--- src/verilog/uart_pkg.sv ---
package uart_pkg;

  // frame and packing geometry
  localparam int data_bits  = 8;
  localparam int word_bytes = 4;

  localparam int period_width = 16;
  localparam logic [period_width-1:0] min_period     = 16'd4;
  localparam logic [period_width-1:0] default_period = 16'd16;

  localparam int rx_fifo_depth = 4;
  localparam int tx_fifo_depth = 4;

  localparam int addr_width = 5;
  localparam logic [addr_width-1:0] addr_ctrl   = 5'h00;
  localparam logic [addr_width-1:0] addr_period = 5'h04;
  localparam logic [addr_width-1:0] addr_status = 5'h08;
  localparam logic [addr_width-1:0] addr_rxdata = 5'h0C;
  localparam logic [addr_width-1:0] addr_txdata = 5'h10;

  // status register bit positions
  localparam int stat_rx_avail   = 0;
  localparam int stat_tx_full    = 1;
  localparam int stat_tx_busy    = 2;
  localparam int stat_parity_err = 3;
  localparam int stat_frame_err  = 4;

  localparam int ctrl_parity_en = 0;

  typedef logic [data_bits-1:0] byte_t;
  typedef logic [data_bits*word_bytes-1:0] word_t;

endpackage

--- src/verilog/sync_fifo.sv ---
`timescale 1ns/1ns

module sync_fifo #(
  parameter type payload_t = logic [7:0],
  parameter int  depth     = 4
) (
  input  logic     clk,
  input  logic     nrst,
  input  logic     push,
  input  payload_t push_data,
  input  logic     pop,
  output payload_t pop_data,
  output logic     empty,
  output logic     full
);

  localparam int ptr_w = (depth > 1) ? $clog2(depth) : 1;
  localparam int cnt_w = $clog2(depth + 1);

  payload_t mem [depth];

  logic [ptr_w-1:0] wr_ptr;
  logic [ptr_w-1:0] rd_ptr;
  logic [cnt_w-1:0] count;
  logic             do_push;
  logic             do_pop;

  assign do_push = push && !full;
  assign do_pop  = pop && !empty;

  assign empty    = (count == '0);
  assign full     = (count == cnt_w'(depth));
  assign pop_data = mem[rd_ptr]; // head entry, valid while not empty

  always_ff @(posedge clk)
  begin
    if (do_push)
      mem[wr_ptr] <= push_data;
  end

  always_ff @(posedge clk)
  begin
    if (!nrst)
    begin
      wr_ptr <= '0;
      rd_ptr <= '0;
      count  <= '0;
    end
    else
    begin
      if (do_push)
        wr_ptr <= (wr_ptr == ptr_w'(depth - 1)) ? '0 : wr_ptr + 1'b1;
      if (do_pop)
        rd_ptr <= (rd_ptr == ptr_w'(depth - 1)) ? '0 : rd_ptr + 1'b1;
      if (do_push && !do_pop)
        count <= count + 1'b1;
      else if (do_pop && !do_push)
        count <= count - 1'b1;
    end
  end

endmodule

--- src/verilog/uart_apb_regs.sv ---
`timescale 1ns/1ns

module uart_apb_regs (
  input  logic                              clk,
  input  logic                              nrst,
  input  logic [uart_pkg::addr_width-1:0]   paddr,
  input  logic                              psel,
  input  logic                              penable,
  input  logic                              pwrite,
  input  logic [31:0]                       pwdata,
  output logic [31:0]                       prdata,
  output logic                              pready,
  output logic                              pslverr,
  output logic [uart_pkg::period_width-1:0] period,
  output logic                              parity_en,
  input  logic                              parity_err,
  input  logic                              frame_err,
  input  logic                              rx_empty,
  input  uart_pkg::word_t                   rx_data,
  output logic                              rx_pop,
  input  logic                              tx_full,
  output logic                              tx_push,
  output uart_pkg::byte_t                   tx_data,
  input  logic                              tx_busy
);

  logic                              access;
  logic                              wr;
  logic                              rd;
  logic [31:0]                       rdata;
  logic [31:0]                       status;
  logic                              parity_err_q;
  logic                              frame_err_q;
  logic [uart_pkg::period_width-1:0] wr_period;

  assign access = psel && penable;
  assign wr     = access && pwrite;
  assign rd     = access && !pwrite;
  assign pready = 1'b1;

  assign rx_pop  = rd && (paddr == uart_pkg::addr_rxdata) && !rx_empty;
  assign tx_push = wr && (paddr == uart_pkg::addr_txdata) && !tx_full;
  assign tx_data = pwdata[uart_pkg::data_bits-1:0];

  assign pslverr = (rd && (paddr == uart_pkg::addr_rxdata) && rx_empty) ||
                   (wr && (paddr == uart_pkg::addr_txdata) && tx_full);

  assign wr_period = (pwdata[uart_pkg::period_width-1:0] < uart_pkg::min_period) ?
                     uart_pkg::min_period : pwdata[uart_pkg::period_width-1:0];

  always_comb
  begin
    status = '0;
    status[uart_pkg::stat_rx_avail]   = !rx_empty;
    status[uart_pkg::stat_tx_full]    = tx_full;
    status[uart_pkg::stat_tx_busy]    = tx_busy;
    status[uart_pkg::stat_parity_err] = parity_err_q;
    status[uart_pkg::stat_frame_err]  = frame_err_q;
  end

  always_comb
  begin
    rdata = '0;
    case (paddr)
      uart_pkg::addr_ctrl:   rdata[uart_pkg::ctrl_parity_en] = parity_en;
      uart_pkg::addr_period: rdata[uart_pkg::period_width-1:0] = period;
      uart_pkg::addr_status: rdata = status;
      uart_pkg::addr_rxdata: rdata = rx_empty ? '0 : rx_data;
      default:               rdata = '0;
    endcase
  end

  assign prdata = rd ? rdata : '0;

  always_ff @(posedge clk)
  begin
    if (!nrst)
    begin
      period       <= uart_pkg::default_period;
      parity_en    <= 1'b0;
      parity_err_q <= 1'b0;
      frame_err_q  <= 1'b0;
    end
    else
    begin
      if (wr && (paddr == uart_pkg::addr_ctrl))
        parity_en <= pwdata[uart_pkg::ctrl_parity_en];
      if (wr && (paddr == uart_pkg::addr_period))
        period <= wr_period;
      // a new error in the same cycle wins over the clear
      if (parity_err)
        parity_err_q <= 1'b1;
      else if (wr && (paddr == uart_pkg::addr_status) && pwdata[uart_pkg::stat_parity_err])
        parity_err_q <= 1'b0;
      if (frame_err)
        frame_err_q <= 1'b1;
      else if (wr && (paddr == uart_pkg::addr_status) && pwdata[uart_pkg::stat_frame_err])
        frame_err_q <= 1'b0;
    end
  end

endmodule

--- src/verilog/uart_rx.sv ---
`timescale 1ns/1ns

module uart_rx (
  input  logic                              clk,
  input  logic                              nrst,
  input  logic                              rxd,
  input  logic [uart_pkg::period_width-1:0] period,
  input  logic                              parity_en,
  output logic                              byte_valid,
  output uart_pkg::byte_t                   byte_data,
  output logic                              parity_err,
  output logic                              frame_err
);

  localparam int idx_w    = $clog2(uart_pkg::data_bits);
  localparam int last_bit = uart_pkg::data_bits - 1;

  typedef enum logic [2:0] {
    st_idle,
    st_start,
    st_data,
    st_parity,
    st_stop
  } state_t;

  state_t                            state;
  logic [1:0]                        sync_q;
  logic                              rxd_prev;
  logic                              rxd_s;
  logic [uart_pkg::period_width-1:0] cnt;
  logic [idx_w-1:0]                  bit_idx;
  uart_pkg::byte_t                   shift_q;
  logic                              par_bit;
  logic                              bit_end;
  logic                              half_end;

  assign rxd_s     = sync_q[1];
  assign bit_end   = (cnt == period - 1'b1);
  assign half_end  = (cnt == (period >> 1) - 1'b1); // middle of the start bit
  assign byte_data = shift_q;

  always_ff @(posedge clk)
  begin
    if (!nrst)
    begin
      sync_q   <= 2'b11;
      rxd_prev <= 1'b1;
    end
    else
    begin
      sync_q   <= {sync_q[0], rxd};
      rxd_prev <= rxd_s;
    end
  end

  always_ff @(posedge clk)
  begin
    if (!nrst)
    begin
      state      <= st_idle;
      cnt        <= '0;
      bit_idx    <= '0;
      byte_valid <= 1'b0;
      parity_err <= 1'b0;
      frame_err  <= 1'b0;
    end
    else
    begin
      byte_valid <= 1'b0;
      parity_err <= 1'b0;
      frame_err  <= 1'b0;
      case (state)
        st_idle:
        begin
          cnt <= '0;
          if (rxd_prev && !rxd_s) // falling edge only, so a stuck low line is not a start
            state <= st_start;
        end
        st_start:
        begin
          if (half_end)
          begin
            cnt     <= '0;
            bit_idx <= '0;
            state   <= rxd_s ? st_idle : st_data; // glitch if the line went back high
          end
          else
            cnt <= cnt + 1'b1;
        end
        st_data:
        begin
          if (bit_end)
          begin
            cnt     <= '0;
            shift_q <= {rxd_s, shift_q[uart_pkg::data_bits-1:1]}; // lsb arrives first
            bit_idx <= bit_idx + 1'b1;
            if (bit_idx == idx_w'(last_bit))
              state <= parity_en ? st_parity : st_stop;
          end
          else
            cnt <= cnt + 1'b1;
        end
        st_parity:
        begin
          if (bit_end)
          begin
            cnt     <= '0;
            par_bit <= rxd_s;
            state   <= st_stop;
          end
          else
            cnt <= cnt + 1'b1;
        end
        st_stop:
        begin
          if (bit_end)
          begin
            cnt   <= '0;
            state <= st_idle;
            if (!rxd_s)
              frame_err <= 1'b1;
            else if (parity_en && ((^shift_q) != par_bit))
              parity_err <= 1'b1;
            else
              byte_valid <= 1'b1;
          end
          else
            cnt <= cnt + 1'b1;
        end
        default:
          state <= st_idle;
      endcase
    end
  end

endmodule

--- src/verilog/uart_top.sv ---
`timescale 1ns/1ns

module uart_top (
  input  logic                            clk,
  input  logic                            nrst,
  input  logic [uart_pkg::addr_width-1:0] paddr,
  input  logic                            psel,
  input  logic                            penable,
  input  logic                            pwrite,
  input  logic [31:0]                     pwdata,
  output logic [31:0]                     prdata,
  output logic                            pready,
  output logic                            pslverr,
  input  logic                            rxd,
  output logic                            txd
);

  logic [uart_pkg::period_width-1:0] period;
  logic                              parity_en;
  logic                              parity_err;
  logic                              frame_err;
  logic                              rx_empty;
  logic                              rx_pop;
  uart_pkg::word_t                   rx_data;
  logic                              tx_full;
  logic                              tx_empty;
  logic                              tx_push;
  logic                              tx_busy;
  uart_pkg::byte_t                   tx_data;
  uart_pkg::byte_t                   tx_head;
  logic                              byte_valid;
  uart_pkg::byte_t                   byte_data;
  logic                              word_valid;
  uart_pkg::word_t                   word_data;

  // hand the head byte to the transmitter as soon as it goes idle
  wire tx_load = !tx_busy && !tx_empty;

  uart_apb_regs i_regs (
    .clk        (clk),
    .nrst       (nrst),
    .paddr      (paddr),
    .psel       (psel),
    .penable    (penable),
    .pwrite     (pwrite),
    .pwdata     (pwdata),
    .prdata     (prdata),
    .pready     (pready),
    .pslverr    (pslverr),
    .period     (period),
    .parity_en  (parity_en),
    .parity_err (parity_err),
    .frame_err  (frame_err),
    .rx_empty   (rx_empty),
    .rx_data    (rx_data),
    .rx_pop     (rx_pop),
    .tx_full    (tx_full),
    .tx_push    (tx_push),
    .tx_data    (tx_data),
    .tx_busy    (tx_busy)
  );

  sync_fifo #(
    .payload_t (uart_pkg::word_t),
    .depth     (uart_pkg::rx_fifo_depth)
  ) i_rx_fifo (
    .clk       (clk),
    .nrst      (nrst),
    .push      (word_valid),
    .push_data (word_data),
    .pop       (rx_pop),
    .pop_data  (rx_data),
    .empty     (rx_empty),
    .full      ()
  );

  sync_fifo #(
    .payload_t (uart_pkg::byte_t),
    .depth     (uart_pkg::tx_fifo_depth)
  ) i_tx_fifo (
    .clk       (clk),
    .nrst      (nrst),
    .push      (tx_push),
    .push_data (tx_data),
    .pop       (tx_load),
    .pop_data  (tx_head),
    .empty     (tx_empty),
    .full      (tx_full)
  );

  uart_rx i_rx (
    .clk        (clk),
    .nrst       (nrst),
    .rxd        (rxd),
    .period     (period),
    .parity_en  (parity_en),
    .byte_valid (byte_valid),
    .byte_data  (byte_data),
    .parity_err (parity_err),
    .frame_err  (frame_err)
  );

  uart_word_pack i_pack (
    .clk        (clk),
    .nrst       (nrst),
    .byte_valid (byte_valid),
    .byte_data  (byte_data),
    .word_valid (word_valid),
    .word_data  (word_data)
  );

  uart_tx i_tx (
    .clk       (clk),
    .nrst      (nrst),
    .period    (period),
    .parity_en (parity_en),
    .start     (tx_load),
    .data      (tx_head),
    .busy      (tx_busy),
    .txd       (txd)
  );

endmodule

--- src/verilog/uart_tx.sv ---
`timescale 1ns/1ns

module uart_tx (
  input  logic                              clk,
  input  logic                              nrst,
  input  logic [uart_pkg::period_width-1:0] period,
  input  logic                              parity_en,
  input  logic                              start,
  input  uart_pkg::byte_t                   data,
  output logic                              busy,
  output logic                              txd
);

  // stop, parity, data and start bits
  localparam int frame_w = uart_pkg::data_bits + 3;
  localparam int left_w  = $clog2(frame_w + 1);

  logic [frame_w-1:0]                shift_q;
  logic [left_w-1:0]                 bits_left;
  logic [uart_pkg::period_width-1:0] cnt;
  logic                              par_bit;

  assign par_bit = parity_en ? ^data : 1'b1; // even parity, idle level otherwise
  assign txd     = shift_q[0];

  always_ff @(posedge clk)
  begin
    if (!nrst)
    begin
      shift_q   <= '1;
      bits_left <= '0;
      cnt       <= '0;
      busy      <= 1'b0;
    end
    else if (!busy)
    begin
      if (start)
      begin
        shift_q   <= {1'b1, par_bit, data, 1'b0};
        bits_left <= parity_en ? left_w'(frame_w) : left_w'(frame_w - 1);
        cnt       <= '0;
        busy      <= 1'b1;
      end
    end
    else if (cnt == period - 1'b1)
    begin
      cnt       <= '0;
      shift_q   <= {1'b1, shift_q[frame_w-1:1]}; // ones fill in behind the frame
      bits_left <= bits_left - 1'b1;
      if (bits_left == left_w'(1))
        busy <= 1'b0;
    end
    else
      cnt <= cnt + 1'b1;
  end

endmodule

--- src/verilog/uart_word_pack.sv ---
`timescale 1ns/1ns

module uart_word_pack (
  input  logic            clk,
  input  logic            nrst,
  input  logic            byte_valid,
  input  uart_pkg::byte_t byte_data,
  output logic            word_valid,
  output uart_pkg::word_t word_data
);

  localparam int cnt_w = $clog2(uart_pkg::word_bytes);
  localparam int dw    = uart_pkg::data_bits;

  logic [cnt_w-1:0] byte_cnt;
  uart_pkg::word_t  shift_q;

  // each new byte enters at the top, so after four bytes byte 0 sits in the low bits
  assign word_data = shift_q;

  always_ff @(posedge clk)
  begin
    if (byte_valid)
      shift_q <= {byte_data, shift_q[$bits(shift_q)-1:dw]};
  end

  always_ff @(posedge clk)
  begin
    if (!nrst)
    begin
      byte_cnt   <= '0;
      word_valid <= 1'b0;
    end
    else
    begin
      word_valid <= 1'b0;
      if (byte_valid)
      begin
        byte_cnt <= byte_cnt + 1'b1; // wraps to zero after the last byte
        if (byte_cnt == cnt_w'(uart_pkg::word_bytes - 1))
          word_valid <= 1'b1;
      end
    end
  end

endmodule
--- config.mk ---
export PLATFORM = sky130hd
export DESIGN_NAME = uart_top
export DESIGN_NICKNAME = d
export VERILOG_FILES = /design/src/verilog/uart_pkg.sv /design/src/verilog/sync_fifo.sv /design/src/verilog/uart_apb_regs.sv /design/src/verilog/uart_rx.sv /design/src/verilog/uart_top.sv /design/src/verilog/uart_tx.sv /design/src/verilog/uart_word_pack.sv
export SDC_FILE = /design/constraint.sdc
export NUM_CORES = 1
export LEC_CHECK = 0
export BUFFER_PORTS_ARGS = -buffer_cell sky130_fd_sc_hd__buf_2
export CAP_MARGIN = 40
export CELL_PAD_IN_SITES_DETAIL_PLACEMENT = 1
export CELL_PAD_IN_SITES_GLOBAL_PLACEMENT = 2
export CORE_UTILIZATION = 44
export CTS_BUF_LIST = sky130_fd_sc_hd__clkbuf_4 sky130_fd_sc_hd__clkbuf_8
export CTS_CLUSTER_SIZE = 16
export DETAILED_ROUTE_END_ITERATION = 6
export HOLD_SLACK_MARGIN = 0.12
export PLACE_DENSITY_LB_ADDON = 0.1
export REMOVE_ABC_BUFFERS = 1
export SKIP_CTS_REPAIR_TIMING = 1
export SYNTH_ARGS = -nofsm -noshare
export SYNTH_HDL_FRONTEND = slang
export SYNTH_SLANG_ARGS = --single-unit
export TNS_END_PERCENT = 30
--- constraint.sdc ---
create_clock -name clk -period 5 [get_ports clk]
set_input_delay 0.25 -clock clk [delete_from_list [all_inputs] [get_ports clk]]
set_output_delay 0.25 -clock clk [all_outputs]
set_load 0.02 [all_outputs]
### Word level (Yosys, flattened, before mapping)

Memories as Yosys holds them, arrays and structs flattened. A register that Yosys moved wholly into a read port is not among the register bits.
Cells that the tools add are included.

| storage, ports and cells | value |
|---|---|
| register bits | 137 |
| latch bits | 0 |
| memory bits (writable) | 160 |
| memory bits (read-only) | 0 |
| bits of input ports | 43 |
| memories kept | 2 |

Memories:

| name | words | width | read ports | clocked after memory_dff | write ports | RTL line | source |
|---|---|---|---|---|---|---|---|
| i_rx_fifo.mem | 4 | 32 | 1 | 1 | 1 | sync_fifo.sv:20 | `payload_t mem [depth];` |
| i_tx_fifo.mem | 4 | 8 | 1 | 1 | 1 | sync_fifo.sv:20 |  |

| operators by class | value |
|---|---|
| add/subtract/negate cells | 15 |
| $mul | 0 |
| div/mod/pow operators | 0 |
| magnitude comparators | 1 |
| equal/unequal tests | 28 |
| shifts and indexed selects | 0 |
| multiplexer cells | 60 |
| bitwise operators | 0 |
| reductions and logical operators | 59 |

Operators with widths:

| operator | count |
|---|---|
| $mux W16 | 7 |
| $mux W32 | 2 |
| $eq A16 B16 Y1 | 3 |
| $pmux W16 S3 | 1 |
| $pmux W15 S3 | 1 |
| $mux W3 | 13 |
| $mux W11 | 3 |
| $add A16 B1 Y16 const B | 2 |
| $logic_and A1 B1 Y1 | 25 |
| $mux W1 | 18 |
| $mux W2 | 9 |
| $lt A16 B3 Y1 const B | 1 |
| $reduce_xor A8 Y1 | 2 |
| $sub A15 B1 Y16 const B | 1 |
| $sub A16 B1 Y16 const B | 1 |
| $pmux W3 S5 | 1 |
| $eq A3 B3 Y1 const B | 4 |
| $mux W4 | 3 |
| $ne A2 B1 Y1 const B | 6 |
| $reduce_and A3 Y1 | 4 |
| $reduce_bool A2 Y1 | 6 |
| $logic_not A1 Y1 | 11 |
| $add A2 B1 Y2 const B | 5 |
| $eq A2 B2 Y1 const B | 5 |
| other kinds (21) | 29 |

### Longest topological paths before layout

Gate-level depths: netlist (run 1).

| logic depth | value |
|---|---|
| depth after elaboration | 9 |
| depth in mapped cells | 14 |

### Modules after synthesis

Synthesis (run 1) repeated with hierarchy kept, for this count alone.

| unflattened totals | value |
|---|---|
| cell total of the unflattened synthesis | 1156 |
| area, all modules | 14432.6 sq um |

By module, submodules not included:

| module | instances | cells an instance | area each (sq um) |
|---|---|---|---|
| sync_fifo (i_rx_fifo) | 1 | 218 | 5138.7 |
| uart_rx | 1 | 349 | 2881.5 |
| uart_tx | 1 | 275 | 2401.1 |
| sync_fifo (i_tx_fifo) | 1 | 93 | 1630.3 |
| uart_apb_regs | 1 | 179 | 1305.0 |
| uart_word_pack | 1 | 41 | 1072.3 |
| uart_top | 1 | 1 | 3.8 |

### Worst setup path before layout (run 1)

Ideal clock, no wire load.

| path | value |
|---|---|
| kind | reg-to-reg |
| from | reg i_regs.period[2] (netlist name) |
| to | reg i_rx.shift_q[0], in the netlist i_rx.byte_data[0], enable pin |
| data arrival time | 3.146 ns |
| required time | 4.605 ns |
| path slack | 1.459 ns |
| stages on the path, launching flop included | 11 |
| buffers on the path | 2 |
| period minus slack after synthesis | 3.541 ns |
| cell sequence | dfxtp_1 clkbuf_1 inv_1 ha_1 buf_2 or4b_2 xor2_1 xnor2_1 a211oi_1 o2111ai_1 nor4_1 |

| on the way | value |
|---|---|
| cells in the longest elaborated chain, start to end | 3 |

RTL lines:

| what | RTL line | source |
|---|---|---|
| start: declaration | uart_apb_regs.sv:14 | `output logic [uart_pkg::period_width-1:0] period,` |
| start signal: assignment | uart_apb_regs.sv:79 | `period <= uart_pkg::default_period;` |
| start signal: assignment | uart_apb_regs.sv:89 | `period <= wr_period;` |
| $sub A16 B1 Y16 | uart_rx.sv:38 | `assign bit_end = (cnt == period - 1'b1);` |
| $eq A16 B16 Y1 | uart_rx.sv:38 |  |
| $reduce_and A3 Y1 (no source line) | -- |  |
| end signal: assignment | uart_rx.sv:95 | `shift_q <= {rxd_s, shift_q[uart_pkg::data_bits-1:1]};` |
| end: declaration | uart_rx.sv:32 | `uart_pkg::byte_t shift_q;` |

No other way between the ends.
A chain may end at the register's enable or synchronous reset.

### Final worst setup path (run 1)

| path | value |
|---|---|
| from | reg i_regs.period[1] (netlist name) |
| to | reg i_rx.cnt[7] (netlist name) |

| on the way | value |
|---|---|
| cells in the longest elaborated chain, start to end | 4 |

RTL lines:

| what | RTL line | source |
|---|---|---|
| $sub A16 B1 Y16 or $sub A15 B1 Y16 (tied branches) | uart_rx.sv:38, uart_rx.sv:39 |  |
| $eq A16 B16 Y1 (on tied branches) | uart_rx.sv:38, uart_rx.sv:39 |  |
| $mux W16 (on tied branches) | -- |  |
| $pmux W16 S3 * | uart_rx.sv:72 | `case (state)` |
| end signal: assignment | uart_rx.sv:88 | `cnt <= cnt + 1'b1;` |
| end signal: assignment | uart_rx.sv:101 | `cnt <= cnt + 1'b1;` |
| end signal: assignment | uart_rx.sv:112 | `cnt <= cnt + 1'b1;` |
| end: declaration | uart_rx.sv:30 | `logic [uart_pkg::period_width-1:0] cnt;` |

Every way passes the cells marked *; elsewhere a longest branch is shown, timed or not.

==> results.md, run 1 <==
* Status: finished, violations left
* Violated checks: DRC
* Fin crit share at between 70% and 80%
* Rows at 64
* CTS tree: yes
* Reg2reg start: i_regs.period[1]
* Routed wire per std cell at 21.3 um
* Worst rel slew slack at between 40 and 50%
* Die Y at 179 um
* Syn. warnings at 0
* Synth Area in Adders at 2.20%
* Unrepaired setup endpoints after global routing: false
* GRT Total Usage at 22.1%
* R2R depth at 11
* Tmin final at 3.75 ns
* Final setup viols at 0
* WHS at about 0.19 ns
* Most frequent cells in the layout: 201 x edfxtp_1, 97 x dfxtp_1, 94 x nand2_1, 70 x nor2_1, 60 x buf_2
* Maxcap violations at 0
* CTS sink count at 300
* Largest family of logic cells by synthesized area: simple AND/OR/NAND/NOR gates
* Power Density at 353 mW/mm^2
* Synth Area per Inst at 12.4 um^2
* Max-slew violation count at 0
* Critical-path maximum fanout at 15
* Final setup TNS at 0 ns
* Fraction of registers with async set or reset after synthesis at 0%
* Worst vdd ir at 0.233 mV
* Register bit total from synthesis at 300
* Grt total ovfl at 0
* Prevailing post-synth register cell: edfxtp_1
* Setup Skew at 0.0357 ns
* Setup crit start: i_regs.period[1]
* Clock-pin slew on the worst setup and hold paths at approximately 0.06 ns
* Fmax achieved at 267 MHz
* Initial antenna violation count at 0
* Post-Synth Simple-Gate Area at between 10% and 20%
* Main area contributors after synthesis: edfxtp_1 44%, dfxtp_1 14%, mux4_2 6.5%
* Layout net count at 1,258
* Detail Route Antenna Nets at 0
* Startpoint type of the worst setup path: flip-flop
* Share of cells above drive strength 1 at 19.7%
* Complex-gate fraction of the synthesized area at 7.97%
* Worst Hold Depth at 4
* Global-route wire length before repair at 53,200 um
* Die Span X at 179 um
* Mapped Area at 0.0138 mm^2
* P_leak at 5.41 nW
* Fin. Hold Viols at 0
* Routability congestion estimate at 0.804
* WL final at 34,700 um
* Iteration count of the initial detailed-routing pass at 7
* Vias/cell at approximately 5.6
* Initial Util at 44.8%
* Number of CTS-inserted buffers at 50
* Worst Hold Launch: paddr[2]
* DP Wirelength at between 20,000 and 25,000 um
* Placement-stage cell area at 0.0145 mm^2
* Area leader, netlist: edfxtp_1
* Largest net degree at the start of global routing at 42
* Most common cell after layout, fill and taps aside: edfxtp_1
* FF-to-FF End: i_rx.cnt[7]
* Ports at 78
* CP required at about 5.4 ns
* Area of the core at 0.0307 mm^2
* Vias in the first global route at just over 9,000
* Mux share of post-synthesis cell area at approximately 8.9%
* Yosys top cell area share at 43.8%
* EDFF count, synth at 201
* Design area at 0.0157 mm^2
* Deepest clock path buffer count at 3
* Setup crit end kind: flip-flop
* Post-synthesis cell count at 1,111
* Clock Tree Root: clkbuf_8
* Hold Crit Class: in2reg
* Hold Crit Endpoint: i_regs.parity_en
* Htree depth at 2
* Seq/Total Area, Yosys at 58.1%
* DR iter-0 viols at 536
* Filler cell count at 3,182
* Count of different cell masters after synthesis at 84
* Ant. Diodes at 0
* Later-pin clock latency in the skew report at 0.59 ns
* R2r setup slk at 1.25 ns
* Worst slew pin tran at about 0.86 ns
* Die Footprint at 0.0320 mm^2
* Critical path class: reg2reg
* Total number of vias at 9,073
* Port bufs at 60
* WP data arrival at between 4 and 5 ns
* Post-route DRC violation count at 8
* XOR/XNOR Fraction of Synth Area at 5.64%
* Layout area overhead at 13.8%
==> registers in the layout (all words and copies together) (netlist names), 3 cells and up, named ones only <==
signal,count
i_rx.cnt,16
i_tx.shift_q,10
i_rx.bit_idx,3
i_rx.byte_data,8
i_tx_fifo.count,3
i_pack.word_data,32
i_regs.period,16
i_tx.cnt,16
i_rx_fifo.mem,128
i_tx.bits_left,4
i_tx_fifo.mem,32
i_rx.state,3
i_rx_fifo.count,3
==> Yosys cell counts, types with 5 or more instances <==
library cell  instances
nor3_1               18
mux2_2                8
edfxtp_1            201
mux4_2               40
a21oi_1              40
or4_1                 5
nand2_1              94
dfxtp_1              99
o211ai_1              9
o21ai_0              30
buf_1                12
nor4_1               14
nand4_1               9
clkbuf_1             47
xnor2_1              50
o311ai_1              7
nor2_1               70
buf_2                 7
or2_2                 6
and3_1               34
or3_1                17
xor2_1               31
nor2b_1               6
nor3b_1               9
nand3_1              36
ha_1                 21
and2_1               15
inv_1                29
nand2b_1             11
a22oi_1              17
a311oi_1              5
mux2i_1              24
==> worst max-delay path by stage <==
stage / to / slack [ns]
floorplan: i_rx_fifo.count[2] / 0.89
detailed placement: i_rx.cnt[7] / 1.19
global route: i_rx.cnt[7] / 0.93
global placement: i_rx.cnt[4] / 1.22
CTS: i_rx.cnt[7] / 1.20
finish: i_rx.cnt[7] / 1.25
==> critical path, stage by stage, from the launching register on <==
cell       delay (ns)
dfxtp_1          0.38
inv_1            0.11
ha_1             0.40
or4b_2           0.66
xor2_1           0.29
xnor2_1          0.10
a211oi_1         0.32
o2111ai_1        0.43
o211ai_1         0.34
a31o_2           0.38
nand2b_1         0.15
o22ai_1          0.07
==> stage by stage <==
stage	instances	util, %	worst slack, ns	total power [mW]
floorplan	1041	-	0.891	3.23
global placement	1512	46.9	1.22	3.41
detailed placement	1518	47.2	1.19	3.43
CTS	1608	50.5	1.20	5.60
global route	1626	51.0	0.927	5.76
finish	1626	51.0	1.25	5.54
==> kinds of logic after synthesis <==
family / count (synthesis)
other cells: 1
xor+xnor: 84
mux: 72
fa+ha+maj: 23
compound gates: 160
buf+inv: 101
flops: 300
simple gates: 370
==> routing by layer <==
metal  track usage [%]  up-vias  share of wire (%)
met1              30.0     4545                 46
met4              6.46        0                2.2
li1                  -     4322                  -
met5                 0        -                  0
met3              2.91       44                3.0
met2              36.8      162                 48
==> where the power goes <==
part           switching (mW)  leakage (nW)  internal (mW)
logic                   0.315          2.27          0.278
registers              0.0978          2.61           2.69
clock network           0.981         0.534           1.18
==> area by class of cell <==
| cell class | count | area (um^2) | area share, % |
|---|---|---|---|
| clock inverter | 19 | 135 | 0.861 |
| clock buffer | 71 | 865 | 5.51 |
| sequential | 300 | 8020 | 51.1 |
| tap | 396 | 495 | 3.16 |
| multi-input combinational | 710 | 5380 | 34.3 |
| timing repair buffer | 99 | 686 | 4.37 |
| inverter | 31 | 116 | 0.741 |
Note: power is estimated with default switching activity, not from simulation.
==> run 2, diff against run 1 <==
==> constraint.sdc (replaced) <==
create_clock -name clk -period 3.55 [get_ports clk]
set_input_delay 0.1775 -clock clk [delete_from_list [all_inputs] [get_ports clk]]
set_output_delay 0.1775 -clock clk [all_outputs]
set_load 0.02 [all_outputs]
==> results.md, run 2 (synthesized netlist as in run 1, its figures left out) <==
* Status: finished, violations left
* Violated checks: DRC
* Rows at 64
* Initial Util at 44.8%
* CTS tree: yes
* WL final at 35,000 um
* Max-slew violation count at 0
* Iteration count of the initial detailed-routing pass at 7
* Fmax achieved at 296 MHz
* Worst vdd ir at about 0.35 mV
* Fin crit share at 95.2%
* GRT Total Usage at 22.5%
* Die Footprint at between 0.03 and 0.04 mm^2
* Tmin final at approximately 3.4 ns
* Fin. Hold Viols at 0
* Design area at ~0.016 mm^2
* Detail Route Antenna Nets at 0
* Worst Hold Depth at 5
* Ant. Diodes at 0
* Placement-stage cell area at 0.0147 mm^2
* Grt total ovfl at 0
* Clock-pin slew on the worst setup and hold paths at 0.06 ns
* Final setup margin at 0.171 ns
* Maxcap violations at 0
* Reg2reg start: i_regs.period[10]
* CP required at 4.06 ns
* Power Density at 491 mW/mm^2
* R2R depth at 10
* Unrepaired setup endpoints after global routing: false
* Post-Place Worst Slack at 0.119 ns
* Clock Tree Root: clkbuf_8
* Most frequent cells in the layout: 201 x edfxtp_1, 97 x dfxtp_1, 94 x nand2_1, 70 x nor2_1, 60 x buf_2
* R2r setup slk at 0.17 ns
* Ports at 78
* FF-to-FF End: i_rx.cnt[9]
* Layout net count at 1,292
* DR iter-0 viols at between 400 and 500
* Htree depth at 2
* Port bufs at 60
* Largest net degree at the start of global routing at 33
* Vias in the first global route at 9,446
* Die Y at ~180 um
* Later-pin clock latency in the skew report at 0.59 ns
* Worst slew pin tran at 0.750 ns
* CTS sink count at 300
* Total number of vias at 9,327
* Setup Skew at 0.0294 ns
* Vias/cell at approximately 5.6
* Hold Crit Endpoint: i_regs.parity_err_q
* Die Span X at 179 um
* P_leak at 5.59 nW
* Initial antenna violation count at 0
* Critical path class: reg2reg
* Hold Crit Class: in2reg
* Post-route DRC violation count at 8
* DP Wirelength at 23,700 um
* Critical-path maximum fanout at 14
* Number of CTS-inserted buffers at 51
* Startpoint type of the worst setup path: flip-flop
* Share of cells above drive strength 1 at 22.3%
* Setup crit end kind: flip-flop
* Global-route wire length before repair at 54,000 um
* Max reg flops at 128
* Deepest clock path buffer count at 3
* WP data arrival at a little under 4 ns
* Routed wire per std cell at 21.1 um
* Area of the core at 0.0307 mm^2
* Layout area overhead at 15.8%
* Worst Hold Launch: penable
* Final setup viols at 0
* Most common cell after layout, fill and taps aside: edfxtp_1
* Worst rel slew slack at 49.6%
* Routability congestion estimate at 0.818
* Most flops, register: i_rx_fifo.mem
run 2: cell count changes in the layout (fill, tap and decap cells not counted), sizes merged:
| cell | change |
|---|---|
| inv | +1 |
| buf | +31 |
| clkdlybuf4s15 | -1 |
| bufinv | -1 |
| dlygate4sd3 | +3 |
| clkbuf | +10 |
| clkinv | -8 |
run 2: area by class of cell:
cell class | instances | area, um^2
Fill cell | 3195 | 14800
Clock buffer | 81 | 940
Sequential cell | 300 | 8020
Multi-Input combinational cell | 710 | 5390
Inverter | 31 | 116
Clock inverter | 11 | 72.6
Tap cell | 396 | 495
Timing Repair Buffer | 132 | 938
run 2: metrics by stage:
step,util [%],setup TNS (ns),instances,power [mW],hold WS (ns)
2_1_floorplan,-,-1.88,1041,4.55,0.239
3_3_place_gp,47.8,0,1546,4.82,0.362
3_5_place_dp,47.9,0,1548,4.84,0.364
4_1_cts,51.2,0,1640,7.94,-0.254
5_1_grt,51.9,0,1661,8.20,0.215
6_report,51.9,0,1661,7.85,0.181
run 2: worst max-delay path by stage:
stage                        from                  to  slack (ns)  depth (start not counted)
2_1_floorplan  i_rx_fifo.count[0]  i_rx_fifo.count[2]       -0.52                          9
3_3_place_gp     i_regs.period[2]     i_tx.shift_q[6]        0.18                         12
3_5_place_dp     i_regs.period[2]     i_tx.shift_q[6]        0.12                         12
4_1_cts          i_regs.period[2]     i_tx.shift_q[6]        0.11                         12
5_1_grt         i_regs.period[10]         i_rx.cnt[5]       0.008                         10
6_report        i_regs.period[10]         i_rx.cnt[9]        0.17                         10
run 2: worst max-delay path, cell delays in order (launching register included):
cell and delay [ns]:
dfxtp_1 0.49, buf_4 0.26, or4_1 0.51, nor3_2 0.25, a21oi_1 0.12, or3_1 0.37
a32oi_1 0.34, o211ai_1 0.15, a31o_2 0.37, or3_1 0.36, o21ai_0 0.07
run 2: power by group:
part	leakage, nW	internal, mW	switching, mW
combinational	2.43	0.403	0.478
sequential	2.61	3.79	0.112
clock	0.552	1.69	1.38
run 2: routing by layer:
metal  share of wire (%)  up-vias  track usage [%]
li1                    -     4388                -
met1                  45     4734             30.1
met2                  49      152             38.0
met3                 3.2       53             3.05
met4                 2.0        0             6.32
met5                   0        -                0
